## src/common/narrow_pkg.sv

```systemverilog
// shared widths, counts and state encodings for the four-lane narrowing link
// every module refers to these by scoped name
package narrow_pkg;

  // an input word is 28 bits wide
  localparam int unsigned WORD_WIDTH = 28;

  // each output piece is one byte
  localparam int unsigned PIECE_WIDTH = 8;

  // pieces per word are rounded up so the leftover bits get a piece of their own
  localparam int unsigned NUM_PIECES = (WORD_WIDTH + PIECE_WIDTH - 1) / PIECE_WIDTH;

  // zero bits that fill the top of the last piece
  localparam int unsigned PAD_WIDTH = NUM_PIECES * PIECE_WIDTH - WORD_WIDTH;

  // number of narrowing lanes that words are dealt to
  localparam int unsigned NUM_LANES = 4;

  // width of a lane pointer in the dispatcher and the collector
  localparam int unsigned LANE_SEL_WIDTH = $clog2(NUM_LANES);

  // width of the piece counter inside each lane
  localparam int unsigned PIECE_CNT_WIDTH = $clog2(NUM_PIECES);

  // phases of the output four-phase handshake in the collector
  typedef enum logic [1:0] {
    hs_idle,
    hs_wait_ack_high,
    hs_wait_ack_low
  } hs_state_e;

  // phases of the input four-phase handshake in the dispatcher
  // in_ack_high means ack is up and we wait for the source to drop req
  typedef enum logic {
    in_idle,
    in_ack_high
  } in_state_e;

endpackage

```

## src/common/lane_if.sv

```systemverilog
`timescale 1ns/10ps

// one lane's connection between the dispatcher, the lane itself and the collector
interface lane_if;

  // the dispatcher drives the load strobe and the word it carries
  logic                                 word_valid;
  logic [narrow_pkg::WORD_WIDTH-1:0]    word_data;

  // pulses with the dequeue of the last piece, so the lane can be refilled
  logic                                 word_release;

  // current piece of the held word
  logic                                 piece_valid;
  logic [narrow_pkg::PIECE_WIDTH-1:0]   piece_data;

  // the collector takes the current piece
  logic                                 piece_deque;

  // dispatcher side
  modport feed (
    output word_valid,
    output word_data,
    input  word_release
  );

  // the narrowing lane
  modport lane (
    input  word_valid,
    input  word_data,
    input  piece_deque,
    output word_release,
    output piece_valid,
    output piece_data
  );

  // the collector also watches release to know when to move on
  modport drain (
    input  piece_valid,
    input  piece_data,
    input  word_release,
    output piece_deque
  );

endinterface

```

## src/channel_narrow/narrow_lane.sv

```systemverilog
`timescale 1ns/10ps

// holds one wide word and hands it out one piece at a time starting at the LSB
// the last piece carries the leftover bits with zeros above them
module narrow_lane (
  input  logic clk_i,
  input  logic reset_i,
  lane_if.lane lane
);

  logic [narrow_pkg::WORD_WIDTH-1:0]      word_r;
  logic                                   valid_r;
  logic [narrow_pkg::PIECE_CNT_WIDTH-1:0] count_r;
  logic [narrow_pkg::PIECE_CNT_WIDTH-1:0] count_n;
  logic                                   last_piece;
  logic [narrow_pkg::PIECE_WIDTH-1:0]     pieces [narrow_pkg::NUM_PIECES];

  // full-width slices for all pieces except the last
  for (genvar i = 0; i < narrow_pkg::NUM_PIECES - 1; i++) begin : g_slice
    assign pieces[i] = word_r[narrow_pkg::PIECE_WIDTH*i +: narrow_pkg::PIECE_WIDTH];
  end

  // the last piece is padded with zeros in its top bits
  assign pieces[narrow_pkg::NUM_PIECES-1] = {
    {narrow_pkg::PAD_WIDTH{1'b0}},
    word_r[narrow_pkg::WORD_WIDTH-1 : narrow_pkg::PIECE_WIDTH*(narrow_pkg::NUM_PIECES-1)]
  };

  assign last_piece =
      (count_r == narrow_pkg::PIECE_CNT_WIDTH'(narrow_pkg::NUM_PIECES - 1));

  // the counter only moves on a dequeue and goes back to zero after the last piece
  always_comb begin
    count_n = count_r;
    if (lane.piece_deque) begin
      if (last_piece) begin
        count_n = '0;
      end else begin
        count_n = count_r + 1'b1;
      end
    end
  end

  always_ff @(posedge clk_i) begin
    if (reset_i) begin
      count_r <= '0;
    end else begin
      count_r <= count_n;
    end
  end

  // word storage is written only on a load strobe
  always_ff @(posedge clk_i) begin
    if (lane.word_valid) begin
      word_r <= lane.word_data;
    end
  end

  // valid goes up the cycle after a load and falls on the edge after release
  always_ff @(posedge clk_i) begin
    if (reset_i) begin
      valid_r <= 1'b0;
    end else if (lane.word_valid) begin
      valid_r <= 1'b1;
    end else if (lane.word_release) begin
      valid_r <= 1'b0;
    end
  end

  assign lane.piece_valid = valid_r;

  // piece mux follows the counter
  assign lane.piece_data  = pieces[count_r];

  // release in the same cycle as the last dequeue
  assign lane.word_release = lane.piece_deque && last_piece;

endmodule

```

## src/logic/narrow_link_top.sv

```systemverilog
`timescale 1ns/10ps

// four-lane narrowing link
// wide words come in over one four-phase handshake and leave as byte pieces
// over another in arrival order
module narrow_link_top (
  input  logic                               clk_i,
  input  logic                               reset_i,

  // wide word input
  input  logic                               in_req_i,
  input  logic [narrow_pkg::WORD_WIDTH-1:0]  in_data_i,
  output logic                               in_ack_o,

  // narrow piece output
  output logic                               out_req_o,
  output logic [narrow_pkg::PIECE_WIDTH-1:0] out_data_o,
  input  logic                               out_ack_i
);

  // one bundle per lane is shared by the dispatcher, that lane and the collector
  lane_if lane_bus [narrow_pkg::NUM_LANES] ();

  word_dispatcher word_dispatcher_inst (
    .clk_i     (clk_i),
    .reset_i   (reset_i),
    .in_req_i  (in_req_i),
    .in_data_i (in_data_i),
    .in_ack_o  (in_ack_o),
    .lanes     (lane_bus)
  );

  // identical narrowing lanes
  for (genvar i = 0; i < narrow_pkg::NUM_LANES; i++) begin : g_lane
    narrow_lane narrow_lane_inst (
      .clk_i   (clk_i),
      .reset_i (reset_i),
      .lane    (lane_bus[i])
    );
  end

  piece_collector piece_collector_inst (
    .clk_i      (clk_i),
    .reset_i    (reset_i),
    .lanes      (lane_bus),
    .out_req_o  (out_req_o),
    .out_data_o (out_data_o),
    .out_ack_i  (out_ack_i)
  );

endmodule

```

## src/logic/piece_collector.sv

```systemverilog
`timescale 1ns/10ps

// drains the lanes in round-robin order and sends each piece over the
// output four-phase handshake
// it stays on a lane until that lane releases its word, so pieces of one word
// are never split up by pieces of another
module piece_collector (
  input  logic                               clk_i,
  input  logic                               reset_i,
  lane_if.drain                              lanes [narrow_pkg::NUM_LANES],
  output logic                               out_req_o,
  output logic [narrow_pkg::PIECE_WIDTH-1:0] out_data_o,
  input  logic                               out_ack_i
);

  narrow_pkg::hs_state_e                 state_r;
  logic [narrow_pkg::LANE_SEL_WIDTH-1:0] rd_ptr_r;
  logic [narrow_pkg::NUM_LANES-1:0]      valid_vec;
  logic [narrow_pkg::NUM_LANES-1:0]      release_vec;
  logic [narrow_pkg::PIECE_WIDTH-1:0]    piece_arr [narrow_pkg::NUM_LANES];
  logic                                  deque;
  logic                                  start;

  // gather the lane outputs into vectors so the read pointer can index them
  for (genvar i = 0; i < narrow_pkg::NUM_LANES; i++) begin : g_lane
    assign valid_vec[i]   = lanes[i].piece_valid;
    assign release_vec[i] = lanes[i].word_release;
    assign piece_arr[i]   = lanes[i].piece_data;
    // only the selected lane sees the dequeue
    assign lanes[i].piece_deque =
        deque && (rd_ptr_r == narrow_pkg::LANE_SEL_WIDTH'(i));
  end

  // a new request starts only once the sink has dropped its previous ack
  assign start = (state_r == narrow_pkg::hs_idle) && valid_vec[rd_ptr_r] && !out_ack_i;

  // one dequeue per completed handshake happens in the cycle the ack is first seen
  assign deque = (state_r == narrow_pkg::hs_wait_ack_high) && out_ack_i;

  // output handshake
  always_ff @(posedge clk_i) begin
    if (reset_i) begin
      state_r   <= narrow_pkg::hs_idle;
      out_req_o <= 1'b0;
      rd_ptr_r  <= '0;
    end else begin
      case (state_r)
        narrow_pkg::hs_idle: begin
          if (start) begin
            out_req_o <= 1'b1;
            state_r   <= narrow_pkg::hs_wait_ack_high;
          end
        end
        narrow_pkg::hs_wait_ack_high: begin
          if (out_ack_i) begin
            out_req_o <= 1'b0;
            state_r   <= narrow_pkg::hs_wait_ack_low;
            // the lane released its word with this dequeue, so its turn is over
            if (release_vec[rd_ptr_r]) begin
              rd_ptr_r <= rd_ptr_r + 1'b1;
            end
          end
        end
        narrow_pkg::hs_wait_ack_low: begin
          if (!out_ack_i) begin
            state_r <= narrow_pkg::hs_idle;
          end
        end
        default: begin
          out_req_o <= 1'b0;
          state_r   <= narrow_pkg::hs_idle;
        end
      endcase
    end
  end

  // the piece is captured as req goes up and holds until the next start,
  // which keeps out_data_o stable for the whole time req is high
  always_ff @(posedge clk_i) begin
    if (start) begin
      out_data_o <= piece_arr[rd_ptr_r];
    end
  end

endmodule

```

## src/logic/word_dispatcher.sv

```systemverilog
`timescale 1ns/10ps

// takes words from the input four-phase handshake and deals them to the lanes
// in strict round-robin order, so the collector can drain in the same order
module word_dispatcher (
  input  logic                              clk_i,
  input  logic                              reset_i,
  input  logic                              in_req_i,
  input  logic [narrow_pkg::WORD_WIDTH-1:0] in_data_i,
  output logic                              in_ack_o,
  lane_if.feed                              lanes [narrow_pkg::NUM_LANES]
);

  narrow_pkg::in_state_e                   state_r;
  logic [narrow_pkg::LANE_SEL_WIDTH-1:0]   wr_ptr_r;
  logic [narrow_pkg::NUM_LANES-1:0]        lane_free_r;
  logic [narrow_pkg::NUM_LANES-1:0]        release_vec;
  logic                                    load;

  // a word is taken only when it is the lane's turn and that lane is empty
  // otherwise ack stays low and the source waits, which is the back-pressure
  assign load = (state_r == narrow_pkg::in_idle) && in_req_i && lane_free_r[wr_ptr_r];

  // word_valid is combinational so the lane registers the word on the same edge
  // that raises in_ack_o
  for (genvar i = 0; i < narrow_pkg::NUM_LANES; i++) begin : g_lane
    assign lanes[i].word_valid =
        load && (wr_ptr_r == narrow_pkg::LANE_SEL_WIDTH'(i));
    assign lanes[i].word_data  = in_data_i;
    assign release_vec[i]      = lanes[i].word_release;
  end

  // input handshake
  always_ff @(posedge clk_i) begin
    if (reset_i) begin
      state_r  <= narrow_pkg::in_idle;
      in_ack_o <= 1'b0;
      wr_ptr_r <= '0;
    end else begin
      case (state_r)
        narrow_pkg::in_idle: begin
          if (load) begin
            in_ack_o <= 1'b1;
            state_r  <= narrow_pkg::in_ack_high;
          end
        end
        narrow_pkg::in_ack_high: begin
          // source has dropped req, so close the cycle and move to the next lane
          if (!in_req_i) begin
            in_ack_o <= 1'b0;
            wr_ptr_r <= wr_ptr_r + 1'b1;
            state_r  <= narrow_pkg::in_idle;
          end
        end
        default: begin
          in_ack_o <= 1'b0;
          state_r  <= narrow_pkg::in_idle;
        end
      endcase
    end
  end

  // one free flag per lane
  // a lane is busy from its load until its last piece has been dequeued
  always_ff @(posedge clk_i) begin
    if (reset_i) begin
      lane_free_r <= '1;
    end else begin
      for (int i = 0; i < narrow_pkg::NUM_LANES; i++) begin
        if (release_vec[i]) begin
          lane_free_r[i] <= 1'b1;
        end
      end
      // a lane is never loaded and released in the same cycle since load needs it free
      if (load) begin
        lane_free_r[wr_ptr_r] <= 1'b0;
      end
    end
  end

endmodule

```

## config.mk

```make
export PLATFORM = sky130hd
export DESIGN_NAME = narrow_link_top
export DESIGN_NICKNAME = d
export VERILOG_FILES = /design/src/common/narrow_pkg.sv /design/src/common/lane_if.sv /design/src/channel_narrow/narrow_lane.sv /design/src/logic/narrow_link_top.sv /design/src/logic/piece_collector.sv /design/src/logic/word_dispatcher.sv
export SDC_FILE = /design/constraint.sdc
export NUM_CORES = 1
export LEC_CHECK = 0
export BUFFER_PORTS_ARGS = -buffer_cell sky130_fd_sc_hd__buf_4
export CORE_MARGIN = 2
export CORE_UTILIZATION = 50
export CTS_BUF_LIST = sky130_fd_sc_hd__clkbuf_8
export DETAILED_ROUTE_END_ITERATION = 6
export MAX_ROUTING_LAYER = met4
export PLACE_DENSITY_LB_ADDON = 0.3
export SLEW_MARGIN = 10
export SYNTH_ARGS = -nofsm -noshare
export SYNTH_HDL_FRONTEND = slang
export SYNTH_HIERARCHICAL = 1
export SYNTH_SLANG_ARGS = --single-unit
export TNS_END_PERCENT = 5
```

## constraint.sdc

```tcl
create_clock -name clk_i -period 4.5 [get_ports clk_i]
set_clock_uncertainty 0.1 [all_clocks]
set_input_delay 0.225 -clock clk_i [delete_from_list [all_inputs] [get_ports clk_i]]
set_output_delay 0.225 -clock clk_i [all_outputs]
set_load 0.03 [all_outputs]
```

==> impl_metrics.csv <==
group,metric,value,unit
setup_path,cp_slowest_cell,"dfxtp_1",
drt,routedWlPerCell,18.88,um
setup_path,cp_slowest_stage_delay,920,ps
place,place.gp.congestion,0.7652,
drt,first_iter_violations,140,
sta,fmaxAchievable,374.4,MHz
die,pin_count,42,
drt,drtAntennaViolNets,0,
global_routing,grt_max_degree,30,
setup_path,critPathRequiredTime,4790,ps
layout,multi_input_area,1673,um2
setup_path,critPathMostFrequentCell,"and2_1",
setup_path,cp_top_family,"flip-flops",
layout,nets,441,
layout,ff_latch_area,4104,um2
yosys,synth-xor-area-share,0.2606,%
global_routing,met1_usage,22.25,%
die,coreArea,13190,um2
global_routing,antenna_found_initial,0,
clocking,cts_buffer_depth,2,
min_path,min-delay-start,"reset_i",
sta,slew_viol_final,0,
sta,hold_viol,0,
die,die_x,119.9,um
drt,drc,0,
yosys,synthesis.nets,470,
layout,area_delta_synth_final,4.486,%
drt,vias,3056,
yosys,synth_top_family_by_area,"buffers and inverters",
setup_path,path_cells,"inv_1, ha_1, and2_1, and2_1, mux4_2, a211oi_2, a41o_1",
yosys,syn_inst,426,
sta,rsz0062_at_grt,"false",
yosys,ys_types,38,
drt,dr.pass1.iters,4,
yosys,synthFlopType,"edfxtp_1",
setup_path,r2r_cells,7,
place,place_area,6357,um2
clocking,cts_tree,"done",
setup_path,reg2reg_from,"piece_collector_inst/rd_ptr_r[0]",
yosys,synth_fa_ha_area_share,2.234,%
yosys,synth-simple-area-share,4.151,%
yosys,ys_ff_latch,145,
sta,hold_ws,20.47,ps
global_routing,met3_usage,4.800,%
die,die_h,119.9,um
setup_path,cp.arrival,2960,ps
clocking,htree_levels,4,
pwr,power,0.002595,W
clocking,clkTransAtPathRegs,80,ps
pwr,ir_drop,249.5,uV
min_path,hold_path_end,"g_lane[3].narrow_lane_inst/count_r[0]",
yosys,ys_warn_count,6,
clocking,cts_buffers,17,
sta,setup_violations,0,
setup_path,worst-path-buf-inv,1,
setup_path,cp_max_fo,15,
setup_path,endpoint_kind,"register",
global_routing,grt_use_met2,25.99,%
flow_run,cap_violations,0,
layout,fin_util,53.24,%
setup_path,rrSetupSlack,1830,ps
global_routing,grt_usage,17.27,%
yosys,seq_area_frac_synth,61.06,%
yosys,muxShareOfSynthArea,12.90,%
global_routing,overflow,0,
pwr,p_per_area,369.5,nW/um2
clocking,ctsRootBufferMaster,"clkbuf_8",
min_path,worstHoldPathCells,2,
yosys,synth_edf_count,120,
pwr,p_leak,2.383,nW
yosys,synth.avg_cell_area,15.78,um2
drt,routed_wl,11.07,mm
place,dp_hpwl,6.867,mm
global_routing,grt_pass1_wl,17.28,mm
die,std_cell_rows,42,
drt,vias_per_cell,5.215,
run_status,status,"finished, final reports clean",
yosys,synth-compound-area-share,5.343,%
setup_path,r2r-end,"piece_collector_inst/rd_ptr_r[1]",
layout,diodes,0,
yosys,synthArstFlopShare,0,%
sta,worst_pin_slew,955.2,ps
global_routing,grt-busiest-layer,"met2",
layout,final_cell_area,7023,um2
setup_path,crit_type,"register to register",
sta,finalCritPeriodShare,59.36,%
layout,fill_cells,1051,
clocking,numClockSinks,145,
setup_path,start_kind,"register",
layout,final_layout_size_suffix_gt1_share,27.07,%
global_routing,grt_pass1_vias,3128,
yosys,synth_area,6721,um2
sta,slew_headroom,36.09,%
clocking,post_cts_resized,0,
sta,min_period,2671,ps
place,port_buffers,41,
clocking,clkLatencyLatePin,450,ps
sta,finalSetupTns,0,ps
die,die_area,14390,um2
die,start_util,50.96,%
min_path,hold_class,"input pin to register",
[worst reg2reg max path: cells and delay by family (launching register included)]
kind | cells | cell delay, ps
buffers and inverters | 1 | 170
flip-flops | 1 | 920
AO/OA/AOI/OAI | 2 | 360
multiplexers | 1 | 490
AND/OR/NAND/NOR | 2 | 350
adder cells (fa/ha/maj) | 1 | 240
[sequential cells by signal (all words and copies together), names as in the netlist]
register                                  cells
piece_collector_inst/out_data_o               8
word_dispatcher_inst/state_r                  1
g_lane.narrow_lane_inst/count_r               8
piece_collector_inst/state_r                  2
piece_collector_inst/out_req_o                1
piece_collector_inst/rd_ptr_r                 2
word_dispatcher_inst/lane_free_r              4
g_lane.narrow_lane_inst/lane.piece_valid      4
g_lane.narrow_lane_inst/word_r              112
word_dispatcher_inst/wr_ptr_r                 2
word_dispatcher_inst/in_ack_o                 1
[how the worst max path moves through the flow]
stage | endpoint | slack [ps] | startpoint | cells after the start
after floorplan | g_lane[0].narrow_lane_inst/word_r[0] | 2300 | word_dispatcher_inst/wr_ptr_r[1] | 3
after global placement | piece_collector_inst/rd_ptr_r[1] | 1870 | piece_collector_inst/rd_ptr_r[0] | 7
after detailed placement | piece_collector_inst/rd_ptr_r[1] | 1820 | piece_collector_inst/rd_ptr_r[0] | 7
after CTS | piece_collector_inst/rd_ptr_r[1] | 1790 | piece_collector_inst/rd_ptr_r[0] | 7
after global routing | piece_collector_inst/rd_ptr_r[1] | 1580 | piece_collector_inst/rd_ptr_r[0] | 7
final | piece_collector_inst/rd_ptr_r[1] | 1830 | piece_collector_inst/rd_ptr_r[0] | 7
[metrics by stage]
stage	cells	setup slack [ps]
3_3_place_gp	524	1871
5_1_grt	586	1582
2_1_floorplan	426	2304
6_report	586	1829
3_5_place_dp	524	1818
4_1_cts	586	1795
[cells in the mapped netlist, types with 6 or more instances]
cell type / count / area [um2]
ha_1: 12 / 150.1
mux2i_1: 24 / 240.2
and2_1: 12 / 75.07
inv_1: 6 / 22.52
mux4_2: 21 / 473.0
nor2_1: 8 / 30.03
dfxtp_1: 25 / 500.5
o2bb2ai_1: 16 / 140.1
edfxtp_1: 120 / 3603
buf_4: 113 / 848.3
[routing by layer]
layer / vias to the layer above / routed length (um)
met2: 77 / 5376
met1: 1524 / 4971
met4: 0 / 244
met3: 22 / 473
li1: 1433 / -
met5: - / 0
[cells by family after synthesis]
logic type	count (synthesis)
and+or+nand+nor	44
adders and majority gates	12
AOI/OAI and AO/OA	42
DFF	145
muxes	52
buffers and inverters	129
xor gates and xnor gates	2
[cells in the final DEF, fill, tap and decap left out, types with 5 or more instances in the layout]
master,instances
buf_4,45
clkbuf_8,18
and2b_2,5
mux4_2,21
o2bb2ai_1,16
dlygate4sd3_1,30
or3b_1,5
nor2_1,8
inv_1,9
and2_1,12
dfxtp_1,25
ha_1,12
edfxtp_1,120
mux4_1,5
mux2i_1,24
[timing repair]
action | 4_1_cts | 5_1_grt
setup buffers | 0 | 0
endpoints found under the hold margin | 116 | 0
endpoints found under the setup margin | 0 | 0
hold buffers | 30 | 0
[report_power, final]
group,internal [W],switching [W]
combinational,0.0000735,0.0000759
sequential,0.00150,0.0000154
clock,0.000449,0.000482
total,0.00202,0.000573
[area by class of cell]
cell class              count  area share, %
flip-flops and latches    145          58.44
multi-input cells         152          23.82
repair buffers             75          9.086
clock buffers              18          3.528
well taps                 176          3.136
clock inverters            14          1.675
inverters                   6         0.3207
Power figures use the tool's default switching activity.
